$ cat config.mk
export PLATFORM = sky130hd
export DESIGN_NAME = residuController
export DESIGN_NICKNAME = d
export VERILOG_FILES = /design/src/residuPkg.sv /design/src/residuController.sv
export SDC_FILE = /design/constraint.sdc
export NUM_CORES = 1
export LEC_CHECK = 0
export ABC_CLOCK_PERIOD_IN_PS = 4300
export BUFFER_PORTS_ARGS = -buffer_cell sky130_fd_sc_hd__buf_4
export CORE_AREA = 2 2 135 137
export CTS_CLUSTER_SIZE = 16
export DETAILED_ROUTE_END_ITERATION = 12
export DIE_AREA = 0 0 137 139
export GPL_TIMING_DRIVEN = 0
export HOLD_SLACK_MARGIN = 0.02
export PLACE_DENSITY = 0.71
export SYNTH_ARGS = -nofsm -noshare
export SYNTH_HDL_FRONTEND = slang
export SYNTH_SLANG_ARGS = --single-unit
export TNS_END_PERCENT = 100
$ cat constraint.sdc
create_clock -name clk -period 4.3 [get_ports clk]
set_input_delay 0.86 -clock clk [delete_from_list [all_inputs] [get_ports clk]]
set_output_delay 0.86 -clock clk [all_outputs]
set_load 0.005 [all_outputs]
$ cat src/residuPkg.sv
`default_nettype none

package residuPkg;

	////////////////////////////////////////
	// Widths and sizes

	localparam int addrWidth = 12;
	localparam int wordWidth = 32;
	localparam int sampleWidth = 16;
	localparam int memDepth = 1024;
	localparam int memIndexWidth = $clog2(memDepth);
	localparam int lgWidth = 6;

	// Filter order M, coefficients a[0..M]
	localparam int filterOrder = 10;
	// Wide enough to hold M+1 at loop exit
	localparam int orderWidth = $clog2(filterOrder + 2);

	localparam int shiftAmount = 3;
	localparam int shiftCountWidth = $clog2(shiftAmount + 1);

	localparam logic [31:0] roundConst = 32'h0000_8000;

	// Saturation limits of a long word
	localparam logic [31:0] longMax = 32'h7FFF_FFFF;
	localparam logic [31:0] longMin = 32'h8000_0000;

	////////////////////////////////////////
	// Enumerations

	typedef enum logic [3:0]
	{
		idle,
		outerLoop,
		fetchFirst,
		firstMult,
		innerLoop,
		fetchPair,
		accumulate,
		shift,
		roundStore,
		nextSample,
		finish
	} ctrlState;

	typedef enum logic [1:0]
	{
		opNone,
		opLMult,
		opLMac,
		opLAdd
	} opCode;

	////////////////////////////////////////
	// Request bundles

	typedef struct packed
	{
		opCode opcode;
		logic [sampleWidth-1:0] a;
		logic [sampleWidth-1:0] b;
		logic [31:0] c;
	} opRequest;

	typedef struct packed
	{
		logic [addrWidth-1:0] addrA;
		logic [addrWidth-1:0] addrX;
	} memReadReq;

	typedef struct packed
	{
		logic en;
		logic [addrWidth-1:0] addr;
		logic [wordWidth-1:0] data;
	} memWriteReq;

endpackage

`default_nettype wire

$ cat src/residuController.sv
`timescale 1ns/1ps
`default_nettype none

module residuController
(
	input wire clk,
	input wire reset,
	input wire start,
	input wire [residuPkg::addrWidth-1:0] aBase,
	input wire [residuPkg::addrWidth-1:0] xBase,
	input wire [residuPkg::addrWidth-1:0] yBase,
	input wire [residuPkg::lgWidth-1:0] lg,
	input wire [residuPkg::wordWidth-1:0] readDataA,
	input wire [residuPkg::wordWidth-1:0] readDataX,
	input wire [31:0] opResult,
	input wire shlDone,
	input wire [31:0] shlResult,
	output logic done,
	output residuPkg::memReadReq readReq,
	output residuPkg::memWriteReq writeReq,
	output residuPkg::opRequest opReq,
	output logic shlReady,
	output logic [31:0] shlValue
);

	residuPkg::ctrlState state;
	residuPkg::ctrlState nextState;

	// Loop counters
	logic [residuPkg::lgWidth-1:0] i;
	logic [residuPkg::orderWidth-1:0] j;

	// Operands and run parameters
	logic [residuPkg::sampleWidth-1:0] operand;
	logic [31:0] s;
	logic [residuPkg::addrWidth-1:0] aReg;
	logic [residuPkg::addrWidth-1:0] xReg;
	logic [residuPkg::addrWidth-1:0] yReg;
	logic [residuPkg::lgWidth-1:0] lgReg;

	// Counters widened for address math
	logic [residuPkg::addrWidth-1:0] iAddr;
	logic [residuPkg::addrWidth-1:0] jAddr;

	assign iAddr = {{(residuPkg::addrWidth - residuPkg::lgWidth){1'b0}}, i};
	assign jAddr = {{(residuPkg::addrWidth - residuPkg::orderWidth){1'b0}}, j};

	////////////////////////////////////////
	// State and loop counters

	always_ff @(posedge clk)
	begin
		if (reset)
		begin
			state <= residuPkg::idle;
			i <= '0;
			j <= {{(residuPkg::orderWidth - 1){1'b0}}, 1'b1};
		end
		else
		begin
			state <= nextState;
			case (state)
				residuPkg::idle:
					if (start)
						i <= '0;
				residuPkg::firstMult:
					j <= {{(residuPkg::orderWidth - 1){1'b0}}, 1'b1};
				residuPkg::accumulate:
					j <= j + 1'b1;
				residuPkg::nextSample:
					i <= i + 1'b1;
				default:
					;
			endcase
		end
	end

	// Operand, accumulator and latched run parameters
	always_ff @(posedge clk)
	begin
		case (state)
			residuPkg::idle:
				if (start)
				begin
					aReg <= aBase;
					xReg <= xBase;
					yReg <= yBase;
					lgReg <= lg;
				end
			residuPkg::fetchFirst:
				operand <= readDataX[residuPkg::sampleWidth-1:0];
			residuPkg::firstMult:
				s <= opResult;
			residuPkg::fetchPair:
				operand <= readDataA[residuPkg::sampleWidth-1:0];
			residuPkg::accumulate:
				s <= opResult;
			residuPkg::shift:
				if (shlDone)
					s <= shlResult;
			default:
				;
		endcase
	end

	////////////////////////////////////////
	// Next state and requests

	always_comb
	begin
		nextState = state;
		readReq = '0;
		writeReq = '0;
		opReq = '0;
		shlReady = 1'b0;
		shlValue = s;
		done = 1'b0;
		case (state)
			residuPkg::idle:
				if (start)
					nextState = residuPkg::outerLoop;
			residuPkg::outerLoop:
				if (i < lgReg)
				begin
					readReq.addrX = xReg + iAddr;
					nextState = residuPkg::fetchFirst;
				end
				else
					nextState = residuPkg::finish;
			residuPkg::fetchFirst:
			begin
				readReq.addrA = aReg;
				nextState = residuPkg::firstMult;
			end
			residuPkg::firstMult:
			begin
				opReq.opcode = residuPkg::opLMult;
				opReq.a = operand;
				opReq.b = readDataA[residuPkg::sampleWidth-1:0];
				nextState = residuPkg::innerLoop;
			end
			residuPkg::innerLoop:
				if (int'(j) <= residuPkg::filterOrder)
				begin
					readReq.addrA = aReg + jAddr;
					nextState = residuPkg::fetchPair;
				end
				else
					nextState = residuPkg::shift;
			residuPkg::fetchPair:
			begin
				// May reach the history below xBase
				readReq.addrX = xReg + iAddr - jAddr;
				nextState = residuPkg::accumulate;
			end
			residuPkg::accumulate:
			begin
				opReq.opcode = residuPkg::opLMac;
				opReq.a = operand;
				opReq.b = readDataX[residuPkg::sampleWidth-1:0];
				opReq.c = s;
				nextState = residuPkg::innerLoop;
			end
			residuPkg::shift:
			begin
				shlReady = !shlDone;
				if (shlDone)
					nextState = residuPkg::roundStore;
			end
			residuPkg::roundStore:
			begin
				opReq.opcode = residuPkg::opLAdd;
				opReq.a = residuPkg::roundConst[31:16];
				opReq.b = residuPkg::roundConst[15:0];
				opReq.c = s;
				writeReq.en = 1'b1;
				writeReq.addr = yReg + iAddr;
				writeReq.data = {{(residuPkg::wordWidth - 16){opResult[31]}}, opResult[31:16]};
				nextState = residuPkg::nextSample;
			end
			residuPkg::nextSample:
				nextState = residuPkg::outerLoop;
			residuPkg::finish:
			begin
				done = 1'b1;
				nextState = residuPkg::idle;
			end
			default:
				nextState = residuPkg::idle;
		endcase
	end

	// Shift unit answers only while the controller waits on it
	shlDoneInShift: assert property (@(posedge clk) disable iff (reset)
		shlDone |-> state == residuPkg::shift);

	// Stores stay inside the y range of the run
	writeInRange: assert property (@(posedge clk) disable iff (reset)
		writeReq.en |-> i < lgReg);

endmodule

`default_nettype wire

==> impl_metrics.json <==
{
  "cts_buffer_depth": 2,
  "vias_per_cell": 4.93,
  "p_switching_mw": 0.643,
  "coreArea_um2": 17700,
  "placementRows": 49,
  "place_congestion": 0.851,
  "insertion_delay_ns": 0.35,
  "power_frac_clock": 0.334,
  "start_util": 0.369,
  "cp-start-kind": "flop",
  "comb_power_share": 0.187,
  "drt_wl_total_mm": 20.1,
  "detail-route-antenna-nets": 0,
  "cellPowerDensity_nw_per_um2": 267,
  "worstReg2RegStart": "state[2]",
  "synth_common_cells": "edfxtp_1, nand2_1, nor2b_1, nor2_1, mux2_2",
  "syn_area_um2": 6510,
  "synth-async-reset-ratio": 0,
  "timing.fmax_mhz": 244,
  "grt_pass1_vias": 5770,
  "grt_pass1_wl_mm": 30.4,
  "vias": 5911,
  "drive_gt1_frac": 0.410,
  "synth_cells": 639,
  "num_antenna_cells": 0,
  "rsz0062_at_grt": "false",
  "maxCapViolations": 0,
  "cts.clk_slew.worst_paths_ns": 0.07,
  "tns_ns": 0,
  "track_usage": 0.206,
  "synthTopCellsByArea": "edfxtp_1, mux2_2, ha_1",
  "tightestPinTransition_ns": 1.13,
  "finalCritPeriodShare": 0.954,
  "synth_ff_type": "edfxtp_1",
  "crit_path_cell_trace": "ha_4 > inv_1 > fa_1 > inv_1 > fa_1 > a21o_1 > a21oi_2 > nand3_2 > nor4b_4 > xor2_1 > o22ai_1 > buf_4",
  "grt_overflow": 0,
  "swShare": 0.253,
  "setup_violations": 0,
  "hold_path.startpoint": "i[0]",
  "cp-end-kind": "output pin",
  "wl_per_cell_um": 16.8,
  "antenna_found_initial": 0,
  "ctsRootBufferMaster": "clkbuf_16",
  "path_delay_family": "adder cells",
  "route.detailed.drc": 0,
  "min_path_type": "flop to flop",
  "die_w_um": 137,
  "cts_tree": "yes",
  "htree_levels": 3,
  "synth_top_area_frac": 0.415,
  "drtPass1Iterations": 5,
  "crit_arrival_ns": 3.24,
  "synth_most_common_cell": "edfxtp_1",
  "required_ns": 3.44,
  "fin_skew_ns": 0.00909,
  "die_h_um": 139,
  "min_period_ns": 4.10,
  "slowest_delay_ns": 0.53,
  "die_area_um2": 19000,
  "ir_drop_mv": 0.164,
  "synth_fp_nets": 845,
  "hold_ws_ns": 0.596,
  "pwr-share-seq": 0.480,
  "drt_iter0_markers": 206,
  "io_buffers": 310,
  "worstSetupPathType": "flop to output pin",
  "ys_seq_area_frac": 0.458,
  "path_max_fanout": 3,
  "syn_avg_cell_area_um2": 10.2,
  "slew_headroom": 0.242,
  "nets": 1171,
  "area_delta_synth_final_pct": 46.5,
  "cts_hold_buf": 0,
  "critical_path_buf_inv_count": 3,
  "synth_warnings": 0,
  "intPower_mw": 1.90,
  "yosys.cell_types.count": 50,
  "maxSlewViolCount": 0,
  "critical-path-slowest-cell": "fa_1",
  "dp_hpwl_mm": 16.0,
  "p_leak_nw": 4.37,
  "status": "finished, final reports clean",
  "final_core_util": 0.540,
  "synth_top_cell_by_area": "edfxtp_1",
  "cts_sinks": 104,
  "critPathLaunch": "xReg[0]",
  "grt_max_degree": 35,
  "ys_ff_latch": 104,
  "io_pins": 343,
  "cts_made_buffers": 9,
  "synth-edff-count": 90,
  "final-hold-violation-count": 0
}
-- power by group through the flow --
stage,Combinational (mW),Sequential (mW),Clock [mW]
global placement,0.457,1.25,0
floorplan,0.234,1.24,0
detailed placement,0.475,1.24,0
global route,0.524,1.23,0.906
finish,0.475,1.22,0.848
CTS,0.478,1.22,0.869
-- layer usage --
layer,vias to the layer above,GRT usage,wire [um]
met5,-,0,0
li1,2920,-,-
met4,0,0.0792,527
met3,36,0.0318,1230
met1,2746,0.247,8010
met2,209,0.365,10400
-- worst paths after layout --
kind,depth (start not counted),end,slack (ns)
hold / removal,2,i[0],0.60
setup reg to reg,8,shlValue[9],1.59
hold reg to reg,2,i[0],0.60
setup / recovery,12,readReq[10],0.20
-- flip-flops by register name, indices dropped and copies added, names as in the netlist --
register,count
state,4
aReg,12
lgReg,6
xReg,12
j,4
operand,16
i,6
shlValue,32
yReg,12
-- stage by stage --
| step | setup slack, ns | total power, mW | std cells | instance area, um^2 |
|---|---|---|---|---|
| finish | 0.197 | 2.54 | 1199 | 9540 |
| global route | 0.00224 | 2.66 | 1199 | 9540 |
| CTS | 0.0653 | 2.57 | 1196 | 9490 |
| detailed placement | 0.254 | 1.72 | 1180 | 9180 |
| global placement | -0.260 | 1.70 | 1178 | 9120 |
| floorplan | 0.775 | 1.47 | 639 | 6510 |
-- repair_timing --
item,CTS,global route
pin swaps,0,4
resized for setup,4,5
endpoints found under the setup margin,2,3
setup buffers,0,3
-- final cells by class --
type                    count  area (um^2)
fillers                  1638         8120
multi-input cells         462         3220
flip-flops and latches    104         2990
repair buffers            315         2390
clock buffers              14          287
well taps                 229          287
plain buffers              46          246
inverters                  27          101
clock inverters             2         17.5
-- tightest hold or removal path, cell delays in order, from the launching register on --
cell     delay [ns]
dfxtp_4        0.40
xnor2_1        0.13
nor3_1         0.04
-- cells by family (layout without fill, tap and decap cells) --
group	count (synthesis)	after routing	share of synthesized area
muxes	32	32	0.0554
buffers and inverters	73	404	0.0532
adders and majority gates	32	32	0.0661
AOI/OAI and AO/OA	125	125	0.131
DFF	104	104	0.458
and+or+nand+nor	240	240	0.190
xor gates and xnor gates	33	33	0.0456
-- placed cells by master, fill, tap and decap left out, types with 8 or more instances in the layout --
| cell | Yosys | final |
|---|---|---|
| clkbuf_1 | 25 | 27 |
| mux2_2 | 32 | 32 |
| a22o_1 | 17 | 17 |
| xnor2_1 | 17 | 17 |
| edfxtp_1 | 90 | 90 |
| nor2_1 | 40 | 40 |
| nor2b_1 | 56 | 56 |
| a21oi_1 | 22 | 20 |
| clkbuf_16 | 0 | 11 |
| nor3_1 | 13 | 13 |
| buf_4 | 16 | 329 |
| a21o_1 | 13 | 13 |
| o21ai_0 | 27 | 27 |
| dfxtp_1 | 14 | 12 |
| and2_1 | 19 | 19 |
| xor2_1 | 15 | 15 |
| inv_1 | 27 | 27 |
| and3_1 | 8 | 8 |
| nand2_1 | 69 | 69 |
| ha_1 | 28 | 27 |
| o22ai_1 | 10 | 10 |
Note: power is estimated with default switching activity, not from simulation.
