==> config.mk <==
export PLATFORM = sky130hd
export DESIGN_NAME = shiftUnit
export DESIGN_NICKNAME = d
export VERILOG_FILES = /design/src/residuPkg.sv /design/src/shiftUnit.sv
export SDC_FILE = /design/constraint.sdc
export NUM_CORES = 1
export LEC_CHECK = 0
export BUFFER_PORTS_ARGS = -buffer_cell sky130_fd_sc_hd__buf_2
export CORE_ASPECT_RATIO = 1.1
export CORE_MARGIN = 10
export CORE_UTILIZATION = 53
export DETAILED_ROUTE_END_ITERATION = 7
export PLACE_DENSITY_LB_ADDON = 0.08
export SLEW_MARGIN = 20
export SYNTH_ARGS = -nofsm -noshare
export SYNTH_HDL_FRONTEND = slang
export SYNTH_SLANG_ARGS = --single-unit
export TNS_END_PERCENT = 10
==> constraint.sdc <==
create_clock -name clk -period 2.7 [get_ports clk]
set_clock_uncertainty 0.2 [all_clocks]
set_input_delay 0.135 -clock clk [delete_from_list [all_inputs] [get_ports clk]]
set_output_delay 0.135 -clock clk [all_outputs]
set_load 0.005 [all_outputs]
==> src/residuPkg.sv <==
`default_nettype none

package residuPkg;

	////////////////////////////////////////
	// Widths and sizes

	localparam int addrWidth = 12;
	localparam int wordWidth = 32;
	localparam int sampleWidth = 16;
	localparam int memDepth = 1024;
	localparam int memIndexWidth = $clog2(memDepth);
	localparam int lgWidth = 6;

	// Filter order M, coefficients a[0..M]
	localparam int filterOrder = 10;
	// Wide enough to hold M+1 at loop exit
	localparam int orderWidth = $clog2(filterOrder + 2);

	localparam int shiftAmount = 3;
	localparam int shiftCountWidth = $clog2(shiftAmount + 1);

	localparam logic [31:0] roundConst = 32'h0000_8000;

	// Saturation limits of a long word
	localparam logic [31:0] longMax = 32'h7FFF_FFFF;
	localparam logic [31:0] longMin = 32'h8000_0000;

	////////////////////////////////////////
	// Enumerations

	typedef enum logic [3:0]
	{
		idle,
		outerLoop,
		fetchFirst,
		firstMult,
		innerLoop,
		fetchPair,
		accumulate,
		shift,
		roundStore,
		nextSample,
		finish
	} ctrlState;

	typedef enum logic [1:0]
	{
		opNone,
		opLMult,
		opLMac,
		opLAdd
	} opCode;

	////////////////////////////////////////
	// Request bundles

	typedef struct packed
	{
		opCode opcode;
		logic [sampleWidth-1:0] a;
		logic [sampleWidth-1:0] b;
		logic [31:0] c;
	} opRequest;

	typedef struct packed
	{
		logic [addrWidth-1:0] addrA;
		logic [addrWidth-1:0] addrX;
	} memReadReq;

	typedef struct packed
	{
		logic en;
		logic [addrWidth-1:0] addr;
		logic [wordWidth-1:0] data;
	} memWriteReq;

endpackage

`default_nettype wire

==> src/shiftUnit.sv <==
`timescale 1ns/1ps
`default_nettype none

module shiftUnit
(
	input wire clk,
	input wire reset,
	input wire shlReady,
	input wire [31:0] shlValue,
	output logic shlDone,
	output logic [31:0] shlResult
);

	typedef enum logic {shlIdle, shlShifting} shlState;

	shlState state;
	logic [residuPkg::shiftCountWidth-1:0] stepCount;
	logic [31:0] held;

	// One bit left with clipping once the sign would flip
	function automatic logic [31:0] satDouble(input logic [31:0] value);
		if (value[31] != value[30])
			satDouble = value[31] ? residuPkg::longMin : residuPkg::longMax;
		else
			satDouble = {value[30:0], 1'b0};
	endfunction

	always_ff @(posedge clk)
	begin
		if (reset)
		begin
			state <= shlIdle;
			stepCount <= '0;
			shlDone <= 1'b0;
		end
		else
		begin
			shlDone <= 1'b0;
			case (state)
				shlIdle:
					if (shlReady)
					begin
						stepCount <= {{(residuPkg::shiftCountWidth - 1){1'b0}}, 1'b1};
						state <= shlShifting;
					end
				shlShifting:
				begin
					stepCount <= stepCount + 1'b1;
					if (int'(stepCount) == residuPkg::shiftAmount - 1)
					begin
						shlDone <= 1'b1;
						state <= shlIdle;
					end
				end
				default:
					state <= shlIdle;
			endcase
		end
	end

	// First step taken on capture
	always_ff @(posedge clk)
	begin
		if ((state == shlIdle) && shlReady)
			held <= satDouble(shlValue);
		else if (state == shlShifting)
			held <= satDouble(held);
	end

	assign shlResult = held;

	// Request dropped in the done cycle so no second capture follows
	readyDroppedOnDone: assert property (@(posedge clk) disable iff (reset)
		shlDone |-> !shlReady);

endmodule

`default_nettype wire

==> impl_metrics.ini, run 1 <==
[clocking]
cts_tree = done
cts_buffers = 5
cts_root_buf = clkbuf_8
cts-htree-levels = 2
postCtsSetupRepairBufs = 0
cts_resized = 0
clock_latency_ns = 0.29
clkTransAtPathRegs_ns = 0.07
clock-sinks = 36
clock_path_buffers = 2
cts_hold_buf = 1

[sta]
worst_slew_pin_slew_ns = 0.764
rsz0062_at_grt = false
fin_setup_tns_ns = 0
drv_slew = 0
clock.fmax_ghz = 0.524
final.period_utilization_pct = 70.7
max_slew_margin_pct = 49.1
finalHoldViolCount = 0
finalSetupViolations = 0
fin_crit_ns = 1.91

[global_route]
grt_usage_pct = 14.2
grt_max_degree = 34
grt_pass1_vias = 1544
antenna_found_initial = 0
grt_pass1_wl_mm = 7.54
grt_overflow = 0

[final_layout]
fill_cells = 333
seqCellArea_um2 = 1040
fin_cells = 285
final_cell_mix = 67 x buf_2, 65 x nand2_1, 32 x edfxtp_1
multi_input_area_um2 = 800
antennaDiodeCount = 0
finalNetCount = 276
area_delta_synth_final_pct = 20.7
drive_gt1_share_pct = 46.8
layout_commonest_cell = buf_2

[detailed_routing]
drc = 0
avgRoutedWirePerCell_um = 16.5
drt_pass1_iterations = 4
routed_wl_mm = 4.69
viasPerCell = 5.12
vias = 1458
ant_nets = 0
drtIter0Drc = 99

[power]
switching_share_pct = 33.9
power_frac_clock_pct = 18.2
p_leak_nw = 1.03
ir_drop_mv = 0.373
power.share.sequential_pct = 45.9
powerDensity_nw_per_um2 = 815
power_switching_w = 0.000654
combPwrFrac_pct = 35.9
internal_power_w = 0.00127

[synth]
synth.top_cell.area_share_pct = 49.0
yosys.area_share.simple_pct = 15.3
mappedNetlistArea_um2 = 1960
ys_warn_count = 0
ys_types = 20
synth_seq_area_share_pct = 53.1
synth_nets = 210
ys_ff_latch = 36
syn_area_per_cell_um2 = 11.6
synth_xor_area_share_pct = 0
synth_compound_area_share_pct = 20.8
yosysTopAreaCell = edfxtp_1
synth_area_leaders = edfxtp_1 49%, a22oi_2 19%, nand2_1 12%
muxShareOfSynthArea_pct = 0.574
synth_cells = 169
synth_top_family_by_area = compound AO/OA/AOI/OAI gates
synth_fa_ha_area_share_pct = 3.83

[worst_hold_path]
hold_class = in2reg

[die]
row_count = 23
die_x_um = 78.0
dieArea_um2 = 6530
die_y_um = 83.8
start_util_pct = 54.5
ios = 68
coreArea_um2 = 3600

[setup_path]
slowest_delay_ns = 0.49
worst-setup-path-type = reg2reg
worstPathCellList = inv_1, ha_1, o21a_4, a22oi_2
cp-start-kind = flip-flop
crit_arrival_ns = 1.72
slowest_stage = o21a_4
end_kind = flip-flop
worstPathRequired_ns = 2.51
crit_fanout = 30

[place]
finalWeightedCongestion = 0.703
dpl.cell_count = 277
io_buffers = 67
dpl.hpwl_mm = 3.19

[outcome]
outcome = completed

[job]
cap_violations = 0
==> per-layer routing <==
layer | GRT usage (%) | up-vias | wire length (um)
met5 | 0 | - | 0
met4 | 4.89 | 0 | 60
met3 | 5.50 | 6 | 335
met2 | 22.3 | 46 | 2270
met1 | 17.2 | 684 | 2030
li1 | - | 722 | -
==> final timing paths <==
| kind | from | endpoint | slack, ns | depth (start not counted) |
|---|---|---|---|---|
| max | shlResult[31] | shlResult[30] | 0.79 | 4 |
| min | shlValue[29] | shlResult[30] | 0.04 | 3 |
| max reg2reg | shlResult[31] | shlResult[30] | 0.79 | 4 |
| min reg2reg | stepCount[0] | stepCount[0] | 0.28 | 1 |
==> through the flow <==
| stage | util [%] | instance area [um2] | total power [W] | setup slack (ns) | hold WS, ns |
|---|---|---|---|---|---|
| after floorplan | - | 1960 | 0.00138 | 1.01 | 0.00699 |
| after global placement | 63.4 | 2280 | 0.00157 | 0.881 | 0.135 |
| after detailed placement | 63.4 | 2280 | 0.00160 | 0.826 | 0.140 |
| after CTS | 65.8 | 2370 | 0.00195 | 0.797 | 0.0252 |
| after global routing | 65.8 | 2370 | 0.00207 | 0.717 | 0.0382 |
| final | 65.8 | 2370 | 0.00193 | 0.790 | 0.0408 |
==> power groups by stage <==
stage / sequential [W] / combinational (W) / clock (W)
final: 0.000886 / 0.000692 / 0.000351
after global routing: 0.000904 / 0.000777 / 0.000385
after detailed placement: 0.000893 / 0.000704 / 0
after global placement: 0.000888 / 0.000681 / 0
after floorplan: 0.000902 / 0.000478 / 0
after CTS: 0.000886 / 0.000708 / 0.000357
==> flip-flops by register name (all words and copies together) (netlist names) <==
signal	count
stepCount	2
shlResult	32
shlDone	1
state	1
==> cells by family after synthesis <==
group	Yosys count
adder cells (fa/ha/maj)	6
AO/OA/AOI/OAI	34
AND/OR/NAND/NOR	75
multiplexers	1
flip-flops	36
buffers and inverters	17
==> Yosys cell counts (all sizes together) <==
cell / instances
nand2: 65
edfxtp: 32
a22oi: 30
nor2: 7
buf: 6
clkbuf: 6
ha: 6
inv: 5
dfxtp: 4
a211oi: 1
a21oi: 1
mux2: 1
nand2b: 1
nor3b: 1
o21a: 1
o21ai: 1
or2: 1
==> layout make-up <==
| type | count | area share, % |
|---|---|---|
| Clock buffer | 5 | 2.91 |
| Multi-Input combinational cell | 116 | 33.8 |
| Tap cell | 50 | 2.64 |
| Sequential cell | 36 | 44.0 |
| Timing Repair Buffer | 71 | 15.5 |
| Clock inverter | 2 | 0.317 |
| Inverter | 5 | 0.793 |
==> critical path: cells and delay by family (launching register included) <==
kind,cells,cell delay (ns)
adder cells (fa/ha/maj),1,0.32
AO/OA/AOI/OAI,2,0.63
flip-flops,1,0.41
buffers and inverters,1,0.07
(Power assumes the default switching activity.)
==> inputs of run 2 (changes only) <==
--- a/config.mk
+++ b/config.mk
@@ -8,7 +8,7 @@
 export BUFFER_PORTS_ARGS = -buffer_cell sky130_fd_sc_hd__buf_2
 export CORE_ASPECT_RATIO = 1.1
 export CORE_MARGIN = 10
-export CORE_UTILIZATION = 53
+export CORE_UTILIZATION = 45
 export DETAILED_ROUTE_END_ITERATION = 7
 export PLACE_DENSITY_LB_ADDON = 0.08
 export SLEW_MARGIN = 20
==> constraint.sdc (replaced) <==
create_clock -name clk -period 1.6 [get_ports clk]
set_clock_uncertainty 0.2 [all_clocks]
set_input_delay 0.08 -clock clk [delete_from_list [all_inputs] [get_ports clk]]
set_output_delay 0.08 -clock clk [all_outputs]
set_load 0.005 [all_outputs]
==> run 2 against run 1 <==
The flow now finishes with violations (negative setup slack). Sequential power grew 69%. Routed wire length up 11%. Combinational power rose by 97%. Worst setup slack worse by 0.82 ns. Utilization decreased by 1.0 points. Critical path depth unchanged. First-iteration DRC count increased by 31%. Hold slack got worse by 0.030 ns. Total power is 80% higher. Non-clock buffer count is 35 higher. Maximum frequency is 17% higher. Largest power group unchanged. Highest routed layer unchanged.
==> impl_metrics.ini, run 2 (synthesized netlist as in run 1, its figures left out) <==
[final_layout]
finalNetCount = 312
fill_cells = 355
fin_util_pct = 64.7
area_delta_synth_final_pct = 40.5
layout_commonest_cell = buf_2
drive_gt1_share_pct = 44.9
fin_cells = 326
antennaDiodeCount = 0
postLayoutCellArea_um2 = 2750
final_cell_mix = 67 x buf_2, 65 x nand2_1, 32 x edfxtp_1
largest_reg_flops = 32

[sta]
finalSetupViolations = 19
fin_ws_ns = -0.0266
fin_setup_tns_ns = -0.163
drv_slew = 0
rsz0062_at_grt = true
finalHoldViolCount = 0
final.period_utilization_pct = 102
worst_slew_pin_slew_ns = 0.590
max_slew_margin_pct = 60.6
fin_crit_ns = 1.63
clock.fmax_ghz = 0.615

[global_route]
grt_pass1_vias = 1706
grt_pass1_wl_mm = 8.35
grt_usage_pct = 13.7
antenna_found_initial = 0
grt_max_degree = 34
grt_overflow = 0

[die]
die_y_um = 89.2
row_count = 25
start_util_pct = 46.1
die_x_um = 82.9
ios = 68
dieArea_um2 = 7400
coreArea_um2 = 4250

[detailed_routing]
drc = 0
viasPerCell = 5.04
avgRoutedWirePerCell_um = 16.0
drt_pass1_iterations = 4
routed_wl_mm = 5.20
ant_nets = 0
vias = 1644
drtIter0Drc = 130

[clocking]
clock_latency_ns = 0.28
cts_buffers = 5
cts_tree = done
clock_path_buffers = 2
clock-sinks = 36
cts-htree-levels = 2
clkTransAtPathRegs_ns = 0.07
postCtsSetupRepairBufs = 0
cts_root_buf = clkbuf_8

[place]
io_buffers = 67
dpl.hpwl_mm = 3.46
finalWeightedCongestion = 0.794
placed_cell_area_um2 = 2390
dpl.cell_count = 290

[setup_path]
crit_arrival_ns = 1.43
worstPathRequired_ns = 1.41
cp-start-kind = flip-flop
end_kind = flip-flop
crit_fanout = 15
worst-setup-path-type = reg2reg

[job]
cap_violations = 0

[power]
powerDensity_nw_per_um2 = 1260
finalPower_w = 0.00347
p_leak_nw = 1.19
ir_drop_mv = 0.605

[outcome]
violations = negative setup slack
outcome = finished, violations left

[worst_hold_path]
hold_class = in2reg
run 2: changes by cell type in the layout (fill, tap and decap cells not counted), moves of 2 or more:
cell           delta
buf_12            +2
clkbuf_1          +2
buf_4             +7
dlygate4sd3_1    +26
run 2: power breakdown:
part / leakage, nW / internal (W) / switching (W)
registers: 0.353 / 0.00136 / 0.000139
clock network: 0.0399 / 0.000303 / 0.000305
logic: 0.799 / 0.000642 / 0.000717
run 2: path summary, 6_finish.rpt:
path,start,endpoint,slack (ns),cells past startpoint
worst max-delay path,shlResult[30],shlResult[30],-0.03,4
worst max register to register,shlResult[30],shlResult[30],-0.03,4
worst min-delay path,shlValue[19],shlResult[20],0.01,3
worst min register to register,stepCount[0],stepCount[0],0.27,1
run 2: stage by stage:
| step | worst slack (ns) | hold slack [ns] |
|---|---|---|
| 6_report | -0.0266 | 0.0107 |
| 2_1_floorplan | 0.0108 | -0.0480 |
| 4_1_cts | -0.0303 | 0.00248 |
| 5_1_grt | -0.0675 | 0.00572 |
| 3_5_place_dp | -0.490 | 0.104 |
| 3_3_place_gp | -0.393 | 0.0826 |
run 2: critical path, cell delays in order (launching register included):
cell	delay [ns]
edfxtp_1	0.44
ha_4	0.31
o21a_4	0.15
buf_12	0.16
a22oi_2	0.08
run 2: repair_timing:
action                                  CTS  global route
endpoints found under the hold margin    29             1
hold buffers                             26             1
endpoints found under the setup margin   62            31
cloned                                    1             0
gates resized for setup                   2             0
pin swaps                                27             1
run 2: cell type report:
type / instances / area [um2] / share of cell area [%]
timing repair buffer: 106 / 721 / 26.2
clock buffer: 7 / 76.3 / 2.77
sequential: 36 / 1040 / 37.8
multi-input combinational: 117 / 826 / 30.0
inverter: 5 / 18.8 / 0.682
tap: 54 / 67.6 / 2.45
clock inverter: 1 / 3.75 / 0.136
run 2: metal layers:
| layer | track usage (%) | vias to the layer above | wire, um | part of all wire, % |
|---|---|---|---|---|
| met5 | 0 | - | 0 | 0 |
| met4 | 4.80 | 0 | 74 | 1.4 |
| met3 | 5.56 | 8 | 393 | 7.6 |
| met2 | 23.1 | 57 | 2540 | 49 |
| met1 | 15.4 | 780 | 2190 | 42 |
| li1 | - | 799 | - | - |
