--- config.mk ---
export PLATFORM = sky130hd
export DESIGN_NAME = basicOpUnit
export DESIGN_NICKNAME = d
export VERILOG_FILES = /design/src/residuPkg.sv /design/src/basicOpUnit.sv
export SDC_FILE = /design/constraint.sdc
export NUM_CORES = 1
export LEC_CHECK = 0
export BUFFER_PORTS_ARGS = -buffer_cell sky130_fd_sc_hd__buf_2
export CAP_MARGIN = 20
export CORE_MARGIN = 2
export CORE_UTILIZATION = 50
export DETAILED_ROUTE_END_ITERATION = 10
export GPL_ROUTABILITY_DRIVEN = 0
export PLACE_DENSITY_LB_ADDON = 0.15
export SYNTH_ARGS = -nofsm -noshare
export SYNTH_HDL_FRONTEND = slang
export SYNTH_SLANG_ARGS = --single-unit
--- constraint.sdc ---
create_clock -name vclk -period 26.3
set_input_delay 5.26 -clock vclk [all_inputs]
set_output_delay 5.26 -clock vclk [all_outputs]
set_load 0.05 [all_outputs]
--- src/residuPkg.sv ---
`default_nettype none

package residuPkg;

	////////////////////////////////////////
	// Widths and sizes

	localparam int addrWidth = 12;
	localparam int wordWidth = 32;
	localparam int sampleWidth = 16;
	localparam int memDepth = 1024;
	localparam int memIndexWidth = $clog2(memDepth);
	localparam int lgWidth = 6;

	// Filter order M, coefficients a[0..M]
	localparam int filterOrder = 10;
	// Wide enough to hold M+1 at loop exit
	localparam int orderWidth = $clog2(filterOrder + 2);

	localparam int shiftAmount = 3;
	localparam int shiftCountWidth = $clog2(shiftAmount + 1);

	localparam logic [31:0] roundConst = 32'h0000_8000;

	// Saturation limits of a long word
	localparam logic [31:0] longMax = 32'h7FFF_FFFF;
	localparam logic [31:0] longMin = 32'h8000_0000;

	////////////////////////////////////////
	// Enumerations

	typedef enum logic [3:0]
	{
		idle,
		outerLoop,
		fetchFirst,
		firstMult,
		innerLoop,
		fetchPair,
		accumulate,
		shift,
		roundStore,
		nextSample,
		finish
	} ctrlState;

	typedef enum logic [1:0]
	{
		opNone,
		opLMult,
		opLMac,
		opLAdd
	} opCode;

	////////////////////////////////////////
	// Request bundles

	typedef struct packed
	{
		opCode opcode;
		logic [sampleWidth-1:0] a;
		logic [sampleWidth-1:0] b;
		logic [31:0] c;
	} opRequest;

	typedef struct packed
	{
		logic [addrWidth-1:0] addrA;
		logic [addrWidth-1:0] addrX;
	} memReadReq;

	typedef struct packed
	{
		logic en;
		logic [addrWidth-1:0] addr;
		logic [wordWidth-1:0] data;
	} memWriteReq;

endpackage

`default_nettype wire

--- src/basicOpUnit.sv ---
`timescale 1ns/1ps
`default_nettype none

module basicOpUnit
(
	input wire residuPkg::opRequest opReq,
	output logic [31:0] opResult
);

	////////////////////////////////////////
	// Fixed-point primitives

	// Doubled product, -1 * -1 clips to max
	function automatic logic [31:0] lMult
	(
		input logic [residuPkg::sampleWidth-1:0] x,
		input logic [residuPkg::sampleWidth-1:0] y
	);
		logic signed [31:0] product;
		product = $signed(x) * $signed(y);
		if (product == 32'sh4000_0000)
			lMult = residuPkg::longMax;
		else
			lMult = {product[30:0], 1'b0};
	endfunction

	// Add with clipping on overflow
	function automatic logic [31:0] lAdd
	(
		input logic [31:0] x,
		input logic [31:0] y
	);
		logic [31:0] sum;
		sum = x + y;
		if ((x[31] == y[31]) && (sum[31] != x[31]))
		begin
			if (x[31])
				lAdd = residuPkg::longMin;
			else
				lAdd = residuPkg::longMax;
		end
		else
			lAdd = sum;
	endfunction

	////////////////////////////////////////
	// Operation select

	logic [31:0] product;
	logic [31:0] longOperand;

	assign product = lMult(opReq.a, opReq.b);

	// Second long operand travels split across a and b
	assign longOperand = {opReq.a, opReq.b};

	always_comb
	begin
		case (opReq.opcode)
			residuPkg::opLMult:
				opResult = product;
			residuPkg::opLMac:
				opResult = lAdd(opReq.c, product);
			residuPkg::opLAdd:
				opResult = lAdd(opReq.c, longOperand);
			default:
				opResult = '0;
		endcase
	end

endmodule

`default_nettype wire

==> results of run 1 <==
synthesized netlist by cell type (all sizes together), types with 5 or more instances:
cell type  number  area share, %
a211oi         13           0.80
buf            10           0.52
a21boi          6           0.32
and2          133            5.9
o21a           21            1.1
nand2         205            5.6
mux2i           5           0.36
inv           249            6.6
or2             7           0.31
fa            264             38
clkbuf         54            1.4
nor2b           9           0.40
ha            144             13
a21o           33            1.8
xnor2          48            3.0
nor3           17           0.60
xor2           31            1.9
or3             6           0.27
a2111oi         6           0.46
a211o           6           0.37
o211ai         29            1.5
nand3          21           0.75
and3           10           0.44
o21ai          83            3.0
nor2           86            2.3
a31oi          11           0.49
a21oi          93            3.3
nand4          18           0.80
nand2b         26            1.2
o21bai         11           0.59
area by class of cell:
type	count	area, um2	share of cell area (%)
Inverter	250	938	6.33
Tap cell	378	473	3.19
Multi-Input combinational cell	1399	12900	86.9
Timing Repair Buffer	103	532	3.59
worst max-delay path: cells and delay by family:
family	cells	cell delay (ns)
AO/OA/AOI/OAI	11	2.66
buffers and inverters	6	1.35
adder cells (fa/ha/maj)	8	3.90
AND/OR/NAND/NOR	10	3.24
path summary, 6_finish.rpt:
check                      end  depth (start not counted)
setup / recovery   opResult[3]                         35
hold / removal    opResult[20]                          4
layer usage:
| layer | GRT usage [%] | up-vias | routed length [um] |
|---|---|---|---|
| li1 | - | 5694 | - |
| met1 | 38.1 | 6151 | 17700 |
| met2 | 48.2 | 266 | 19500 |
| met3 | 1.91 | 46 | 1780 |
| met4 | 4.60 | 2 | 662 |
| met5 | 0 | - | 10 |
metrics by stage:
| stage | hold slack (ns) | setup WS [ns] |
|---|---|---|
| floorplan | 10.89 | 5.57 |
| global placement | 11.10 | 4.93 |
| detailed placement | 11.10 | 4.54 |
| CTS | 11.10 | 4.52 |
| global route | 11.14 | 4.08 |
| finish | 11.11 | 4.59 |
logic make-up after synthesis:
| family | count (synthesis) | synth area share (%) |
|---|---|---|
| compound gates | 353 | 16.3 |
| xor+xnor | 79 | 4.92 |
| fa+ha+maj | 409 | 50.4 |
| buf+inv | 314 | 8.62 |
| mux | 5 | 0.356 |
| simple gates | 553 | 19.3 |
==> summary.md, run 1 <==
| Metric | Value |
|---|---|
| First-pass GRT wire length | `64000 um` |
| Fill count | `2778` |
| Area grow syn2layout | `5.24%` |
| Final Cell Area | `0.0148 mm2` |
| Via density | `roughly 5.7` |
| Setup tns final | `0 ns` |
| Status | `finished clean` |
| Placed cell count | `roughly 2100` |
| Clkbuf count | `0` |
| Layout cells sized above 1 | `7.25%` |
| Register area | `0 um2` |
| Via count | `between 10000 and 15000` |
| Max_slew headroom | `38.8%` |
| Std-Cell Rows | `61` |
| FFs & Latches | `0` |
| Die height | `172 um` |
| Syn_nets | `between 2000 and 2500` |
| DR iter-0 viols | `around 710` |
| Slowest CP cell | `fa_1` |
| Post-CTS Setup Bufs | `0` |
| Fin cells | `between 2000 and 2500` |
| Fmax | `46.1 MHz` |
| Worst Path Arrival | `16.45 ns` |
| Most common cell after layout, fill and taps aside | `fa_1` |
| Min-Delay Startpoint | `opReq[64]` |
| Die W | `between 150 and 200 um` |
| Initial Util | `about half` |
| Post-Syn Instances | `1713` |
| Tcrit/Tclk final | `82.6%` |
| CTS Hold Buffers Added | `0` |
| Hold Vio Cnt, Final | `0` |
| Routed Antenna Nets | `0` |
| Most frequent cells in the layout | `264 x fa_1, 249 x inv_1, 200 x nand2_1` |
| Nets | `between 2000 and 2500` |
| Final min period | `21.71 ns` |
| Type of the most critical hold path | `in2out` |
| Total GRT Usage | `between 20 and 30%` |
| CP required | `about 21 ns` |
| # diodes | `0` |
| Gr ovfl total | `0` |
| Final routed DRC violation total | `0` |
| CP Capture Type | `output pin` |
| Routed len/inst | `18.6 um` |
| Area of the core | `0.0278 mm2` |
| Final HPWL from detailed placement | `33200 um` |
| Most frequent CP cell | `fa_1` |
| WL final | `39700 um` |
| IO Count | `98` |
| Startpoint types | `primary input` |
| Vias in the first global route | `12298` |
| CP max stage delay | `between 0.8 and 0.9 ns` |
| Slew Viols, Final | `0` |
| Final setup violation count | `0` |
| Post-synthesis cell area | `roughly 0.014 mm2` |
| IO Port Bufs | `98` |
| Syn_area_per_cell | `8.22 um2` |
| Post-CTS Resized | `0` |
| Crit path from | `opReq[63]` |
| Worst-Margin Slew | `0.895 ns` |
| Ys Warns | `0` |
| CP Max Fanout | `31` |
| Final core occ | `53.3%` |
| DRT Pass-1 Iters | `5` |
| Max-Cap Viols | `0` |
| Crit Path Class | `in2out` |
| Unique masters post-synth | `69` |
| Antenna violations before repair | `1` |
| Sequential area share after synthesis | `0%` |
| Pin count of the biggest net entering global routing | `32` |
| Post-Place Cell Area | `0.0148 mm2` |
| DIE AREA | `0.0295 mm2` |
| RSZ-0062 raised after global routing | `false` |
Power of run 1 is left out: the tool's default activity adds up to more than one toggle a clock period on the data nets, which glitch-free logic cannot reach.
==> run 2: changes to the inputs <==
Settings changed: ABC_AREA set to 1.
Clock period 26.3 ns to 18.3 ns, I/O delays scaled along.
==> run 2 against run 1 <==
  * Final area grew 7.4%
  * Critical path depth rose by 10
  * Critical path type unchanged
  * First-iteration DRC count up 73%
  * Hold slack worse by 3.2 ns
  * Critical endpoint is now opResult[28]
==> summary.md, run 2 <==
| Metric | Value |
|---|---|
| Initial Util | `51.0% (was 50.7%)` |
| CP required | `14.64 ns (was 21.04 ns)` |
| Worst-Margin Slew | `0.993 ns (was 0.895 ns)` |
| IO Count | `98 (unchanged)` |
| Post-CTS Resized | `0 (unchanged)` |
| Status | `finished clean (unchanged)` |
| Hold Vio Cnt, Final | `0 (unchanged)` |
| Syn_nets | `2741 (was 2187)` |
| Post-synthesis mux area share | `0% (was 0.356%)` |
| Register area | `0 um2 (unchanged)` |
| # diodes | `0 (unchanged)` |
| Startpoint types | `primary input (unchanged)` |
| Area grow syn2layout | `4.59% (was 5.24%)` |
| Slowest CP cell | `fa_1 (unchanged)` |
| CP delay by family, top | `simple AND/OR/NAND/NOR gates (was adder cells)` |
| DIE AREA | `0.0318 mm2 (was 0.0295 mm2)` |
| Most frequent cells in the layout | `674 x nand2_1, 511 x inv_1, 264 x fa_1 (was 264 x fa_1, 249 x inv_1, 200 x nand2_1)` |
| FFs & Latches | `0 (unchanged)` |
| Tcrit/Tclk final | `93.4%` |
| WL final | `46000 um (was 39700 um)` |
| Antenna violations before repair | `0 (was 1)` |
| Post-Synth Adder-Cell Area | `46.6% (was 50.4%)` |
| Routed Antenna Nets | `0 (unchanged)` |
| Synth Area in XOR/XNOR | `3.97% (was 4.92%)` |
| Buf/Inv on CP | `9 (was 6)` |
| Std-Cell Rows | `63 (was 61)` |
| Slew Viols, Final | `0 (unchanged)` |
| CP max stage delay | `0.87 ns (was 0.83 ns)` |
| Die height | `178 um (was 172 um)` |
| Unique masters post-synth | `46 (was 69)` |
| Gr ovfl total | `0 (unchanged)` |
| Setup tns final | `0 ns (unchanged)` |
| Max-Cap Viols | `0 (unchanged)` |
| Post-CTS Setup Bufs | `0 (unchanged)` |
| Routed len/inst | `17.2 um (was 18.6 um)` |
| Area of the core | `0.0298 mm2 (was 0.0278 mm2)` |
| Post-synthesis cell area | `0.0152 mm2 (was 0.0141 mm2)` |
| Largest area contributor in the netlist | `fa_1 (unchanged)` |
| Cell with the most instances after synthesis | `nand2_1 (was fa_1)` |
| Synth Area in Simple Gates | `26.6% (was 19.3%)` |
| Top cells by count, synth | `674 x nand2_1, 511 x inv_1, 264 x fa_1 (was 264 x fa_1, 249 x inv_1, 200 x nand2_1)` |
| Min-Delay Startpoint | `opReq[64] (unchanged)` |
| Compound-Gate Fraction of Synth Area | `7.75% (was 16.3%)` |
| DRT Pass-1 Iters | `6 (was 5)` |
| DR iter-0 viols | `1227 (was 709)` |
| Worst Path Arrival | `13.43 ns (was 16.45 ns)` |
| First-pass GRT wire length | `73700 um (was 64000 um)` |
| Post-synth top area share | `34.8% (was 37.5%)` |
| Final routed DRC violation total | `0 (unchanged)` |
| Post-Syn Instances | `2267 (was 1713)` |
| Final min period | `17.09 ns` |
| Via count | `14585 (was 12159)` |
| Largest cells by area after synthesis | `fa_1 35%, nand2_1 17%, inv_1 13%, ha_1 12%, nand3_1 4.0% (was fa_1 38%, ha_1 13%, inv_1 6.6%, and2_1 5.9%, nand2_1 5.3%)` |
| CP Max Fanout | `31 (unchanged)` |
| Nets | `2765 (was 2228)` |
| Final setup violation count | `0 (unchanged)` |
| Worst hold endpoint | `opResult[31] (was opResult[20])` |
| Syn_area_per_cell | `6.71 um2 (was 8.22 um2)` |
| Sequential area share after synthesis | `0% (unchanged)` |
| Clkbuf count | `0 (unchanged)` |
| CP Capture Type | `output pin (unchanged)` |
| Most frequent CP cell | `nand2_1 (was fa_1)` |
| CTS Hold Buffers Added | `0 (unchanged)` |
| Max_slew headroom | `33.6% (was 38.8%)` |
| Ys Warns | `0 (unchanged)` |
| Fill count | `3090 (was 2778)` |
| Type of the most critical hold path | `in2out (unchanged)` |
| Largest family of logic cells by synthesized area | `adder cells (unchanged)` |
| Layout cells sized above 1 | `6.07% (was 7.25%)` |
| Total GRT Usage | `29.6% (was 27.6%)` |
| Via density | `5.44 (was 5.71)` |
| Final HPWL from detailed placement | `39400 um (was 33200 um)` |
| Hold Path Stages | `5 (was 4)` |
| Die W | `178 um (was 172 um)` |
| Crit Path Class | `in2out (unchanged)` |
| Vias in the first global route | `14210 (was 12298)` |
| IO Port Bufs | `98 (unchanged)` |
| Fmax | `58.5 MHz` |
| RSZ-0062 raised after global routing | `false (unchanged)` |
| Most common cell after layout, fill and taps aside | `nand2_1 (was fa_1)` |
| Pin count of the biggest net entering global routing | `33 (was 32)` |
## run 2: cell count changes in the layout (fill, tap and decap cells not counted), moves of 16 or more
cell and change:
a21o_1 -20, nand3_1 +102, and2_1 -131, o21ai_0 -21, nand2_1 +474, nand2b_1 -24, o21a_1 -16, inv_1 +262
o211ai_1 -28, xnor2_1 -21, nor2_1 +28
## run 2: routing by layer
layer  vias to the layer above  global-route usage, %  wire [um]
met5                         -                      0          0
met4                         0                   8.20       1610
met3                        97                   2.32       3300
met2                       579                   50.1      21500
met1                      7037                   40.8      19600
li1                       6872                      -          -
## run 2: logic make-up after synthesis
| group | count (synthesis) |
|---|---|
| adder cells (fa/ha/maj) | 408 |
| AO/OA/AOI/OAI | 204 |
| XOR/XNOR | 69 |
| buffers and inverters | 602 |
| AND/OR/NAND/NOR | 984 |
## run 2: worst max path at each step
stage,start,end,slack (ns),cells past startpoint
finish,opReq[33],opResult[28],1.21,45
floorplan,opReq[63],opResult[10],2.97,44
global route,opReq[33],opResult[28],0.38,45
global placement,opReq[33],opResult[21],1.54,45
CTS,opReq[33],opResult[28],1.29,45
detailed placement,opReq[34],opResult[28],1.30,45
## run 2: through the flow
step	worst slack, ns	instance area (um2)	instances	hold WS (ns)	utilization [%]
CTS	1.29	15900	2678	7.86	53.3
global route	0.378	15900	2679	7.87	53.4
finish	1.21	15900	2679	7.87	53.4
global placement	1.54	15900	2678	7.86	53.3
detailed placement	1.30	15900	2678	7.86	53.3
floorplan	2.97	15200	2267	7.78	-
## run 2: layout make-up
type                       count  area, um2  share of cell area [%]
inverter                     522       1960                    12.3
tap                          390        488                    3.07
multi-input combinational   1665      12900                    81.2
timing repair buffer         102        541                    3.40
Power of run 2 is left out for the same reason.
==> run 3: changes to the inputs <==
Settings changed: PLACE_DENSITY set to 0.68, PLACE_DENSITY_LB_ADDON 0.15 to not set.
Clock period 18.3 ns to 19.4 ns, I/O delays scaled along.
==> run 3 against run 2 <==
  * Setup slack gained 0.027 ns
  * Critical endpoint is now opResult[19]
  * Final cell count about the same
  * Final area barely moved
  * Die area unchanged
  * Hold slack gained 0.46 ns
  * Critical path depth decreased by 1
  * Count of clock-buffer cells in the layout stayed put
  * Via count shrank 1.4%
==> summary.md, run 3 (synthesized netlist as in run 2, its figures left out) <==
| Metric | Value |
|---|---|
| Status | `finished clean (unchanged)` |
| Vias in the first global route | `14174 (was 14210)` |
| Worst Path Arrival | `14.28 ns (was 13.43 ns)` |
| IO Count | `98 (unchanged)` |
| Most common cell after layout, fill and taps aside | `nand2_1 (unchanged)` |
| Routed len/inst | `16.7 um (was 17.2 um)` |
| CP max stage delay | `0.87 ns (about the same)` |
| DIE AREA | `0.0318 mm2 (unchanged)` |
| Most frequent cells in the layout | `674 x nand2_1, 511 x inv_1, 264 x fa_1 (unchanged)` |
| Slowest CP cell | `fa_1 (unchanged)` |
| Via density | `5.37 (was 5.44)` |
| Nets | `2764 (was 2765)` |
| Most frequent CP cell | `nand2_1 (unchanged)` |
| Initial Util | `51.0% (unchanged)` |
| Post-CTS Setup Bufs | `0 (unchanged)` |
| Register area | `0 um2 (unchanged)` |
| CP required | `15.52 ns (was 14.64 ns)` |
| Placed cell count | `2676 (was 2678)` |
| Slew Viols, Final | `0 (unchanged)` |
| Area of the core | `0.0298 mm2 (unchanged)` |
| Pre-CTS setup slack | `1.40 ns (was 1.30 ns)` |
| Routed Antenna Nets | `0 (unchanged)` |
| FFs & Latches | `0 (unchanged)` |
| Via count | `14388 (was 14585)` |
| Max_slew headroom | `36.1% (was 33.6%)` |
| Gr ovfl total | `0 (unchanged)` |
| Pin count of the biggest net entering global routing | `33 (unchanged)` |
| Antenna violations before repair | `0 (unchanged)` |
| Crit Path Class | `in2out (unchanged)` |
| Clkbuf count | `0 (unchanged)` |
| Final min period | `18.16 ns` |
| Buf/Inv on CP | `10 (was 9)` |
| CTS Hold Buffers Added | `0 (unchanged)` |
| Fill count | `3000 (was 3090)` |
| Startpoint types | `primary input (unchanged)` |
| Max-Cap Viols | `0 (unchanged)` |
| Area grow syn2layout | `4.67% (was 4.59%)` |
| Final setup violation count | `0 (unchanged)` |
| DR iter-0 viols | `1168 (was 1227)` |
| Total GRT Usage | `28.7% (was 29.6%)` |
| Setup tns final | `0 ns (unchanged)` |
| Hold Vio Cnt, Final | `0 (unchanged)` |
| DRT Pass-1 Iters | `6 (unchanged)` |
| CP Max Fanout | `31 (unchanged)` |
| Type of the most critical hold path | `in2out (unchanged)` |
| Worst-Margin Slew | `0.958 ns (was 0.993 ns)` |
| Final setup margin | `1.24 ns (was 1.21 ns)` |
| Die height | `178 um (unchanged)` |
| CP Capture Type | `output pin (unchanged)` |
| Final routed DRC violation total | `0 (unchanged)` |
| Fmax | `around 55 MHz` |
| Layout cells sized above 1 | `6.03% (was 6.07%)` |
| CP delay by family, top | `simple AND/OR/NAND/NOR gates (unchanged)` |
| Tcrit/Tclk final | `a little over nine tenths` |
| # diodes | `0 (unchanged)` |
| WL final | `44700 um (was 46000 um)` |
| Final HPWL from detailed placement | `38200 um (was 39400 um)` |
| RSZ-0062 raised after global routing | `false (unchanged)` |
| Fin cells | `2678 (was 2679)` |
| Die W | `178 um (unchanged)` |
| Post-CTS Resized | `0 (unchanged)` |
| Std-Cell Rows | `63 (unchanged)` |
| IO Port Bufs | `98 (unchanged)` |
| First-pass GRT wire length | `71800 um (was 73700 um)` |
-- run 3: changes by cell type in the layout (fill, tap and decap cells not counted) --
cell    before  now
buf_4        3    1
buf_16       1    2
-- run 3: worst paths after layout --
| kind | end | startpoint | cells past startpoint |
|---|---|---|---|
| worst max-delay path | opResult[19] | opReq[63] | 44 |
| worst min-delay path | opResult[31] | opReq[64] | 5 |
-- run 3: layout make-up --
type                       instances  area (um2)  share of cell area [%]
inverter                         522        1960                    12.3
multi-input combinational       1665       12900                    81.1
tap                              390         488                    3.07
timing repair buffer             101         553                    3.47
-- run 3: metrics by stage --
stage               util [%]  area (um2)  hold slack [ns]
floorplan                  -       15200             8.22
global placement        53.2       15900             8.31
detailed placement      53.2       15900             8.31
CTS                     53.2       15900             8.32
global route            53.4       15900             8.36
finish                  53.4       15900             8.34
-- run 3: layer usage --
metal	up-vias	share of wire [%]	track usage, %
li1	6863	-	-
met1	6851	42	39.2
met2	562	47	48.1
met3	112	7.1	2.83
met4	0	3.7	9.11
met5	-	0	0
Power of run 3 is left out for the same reason.
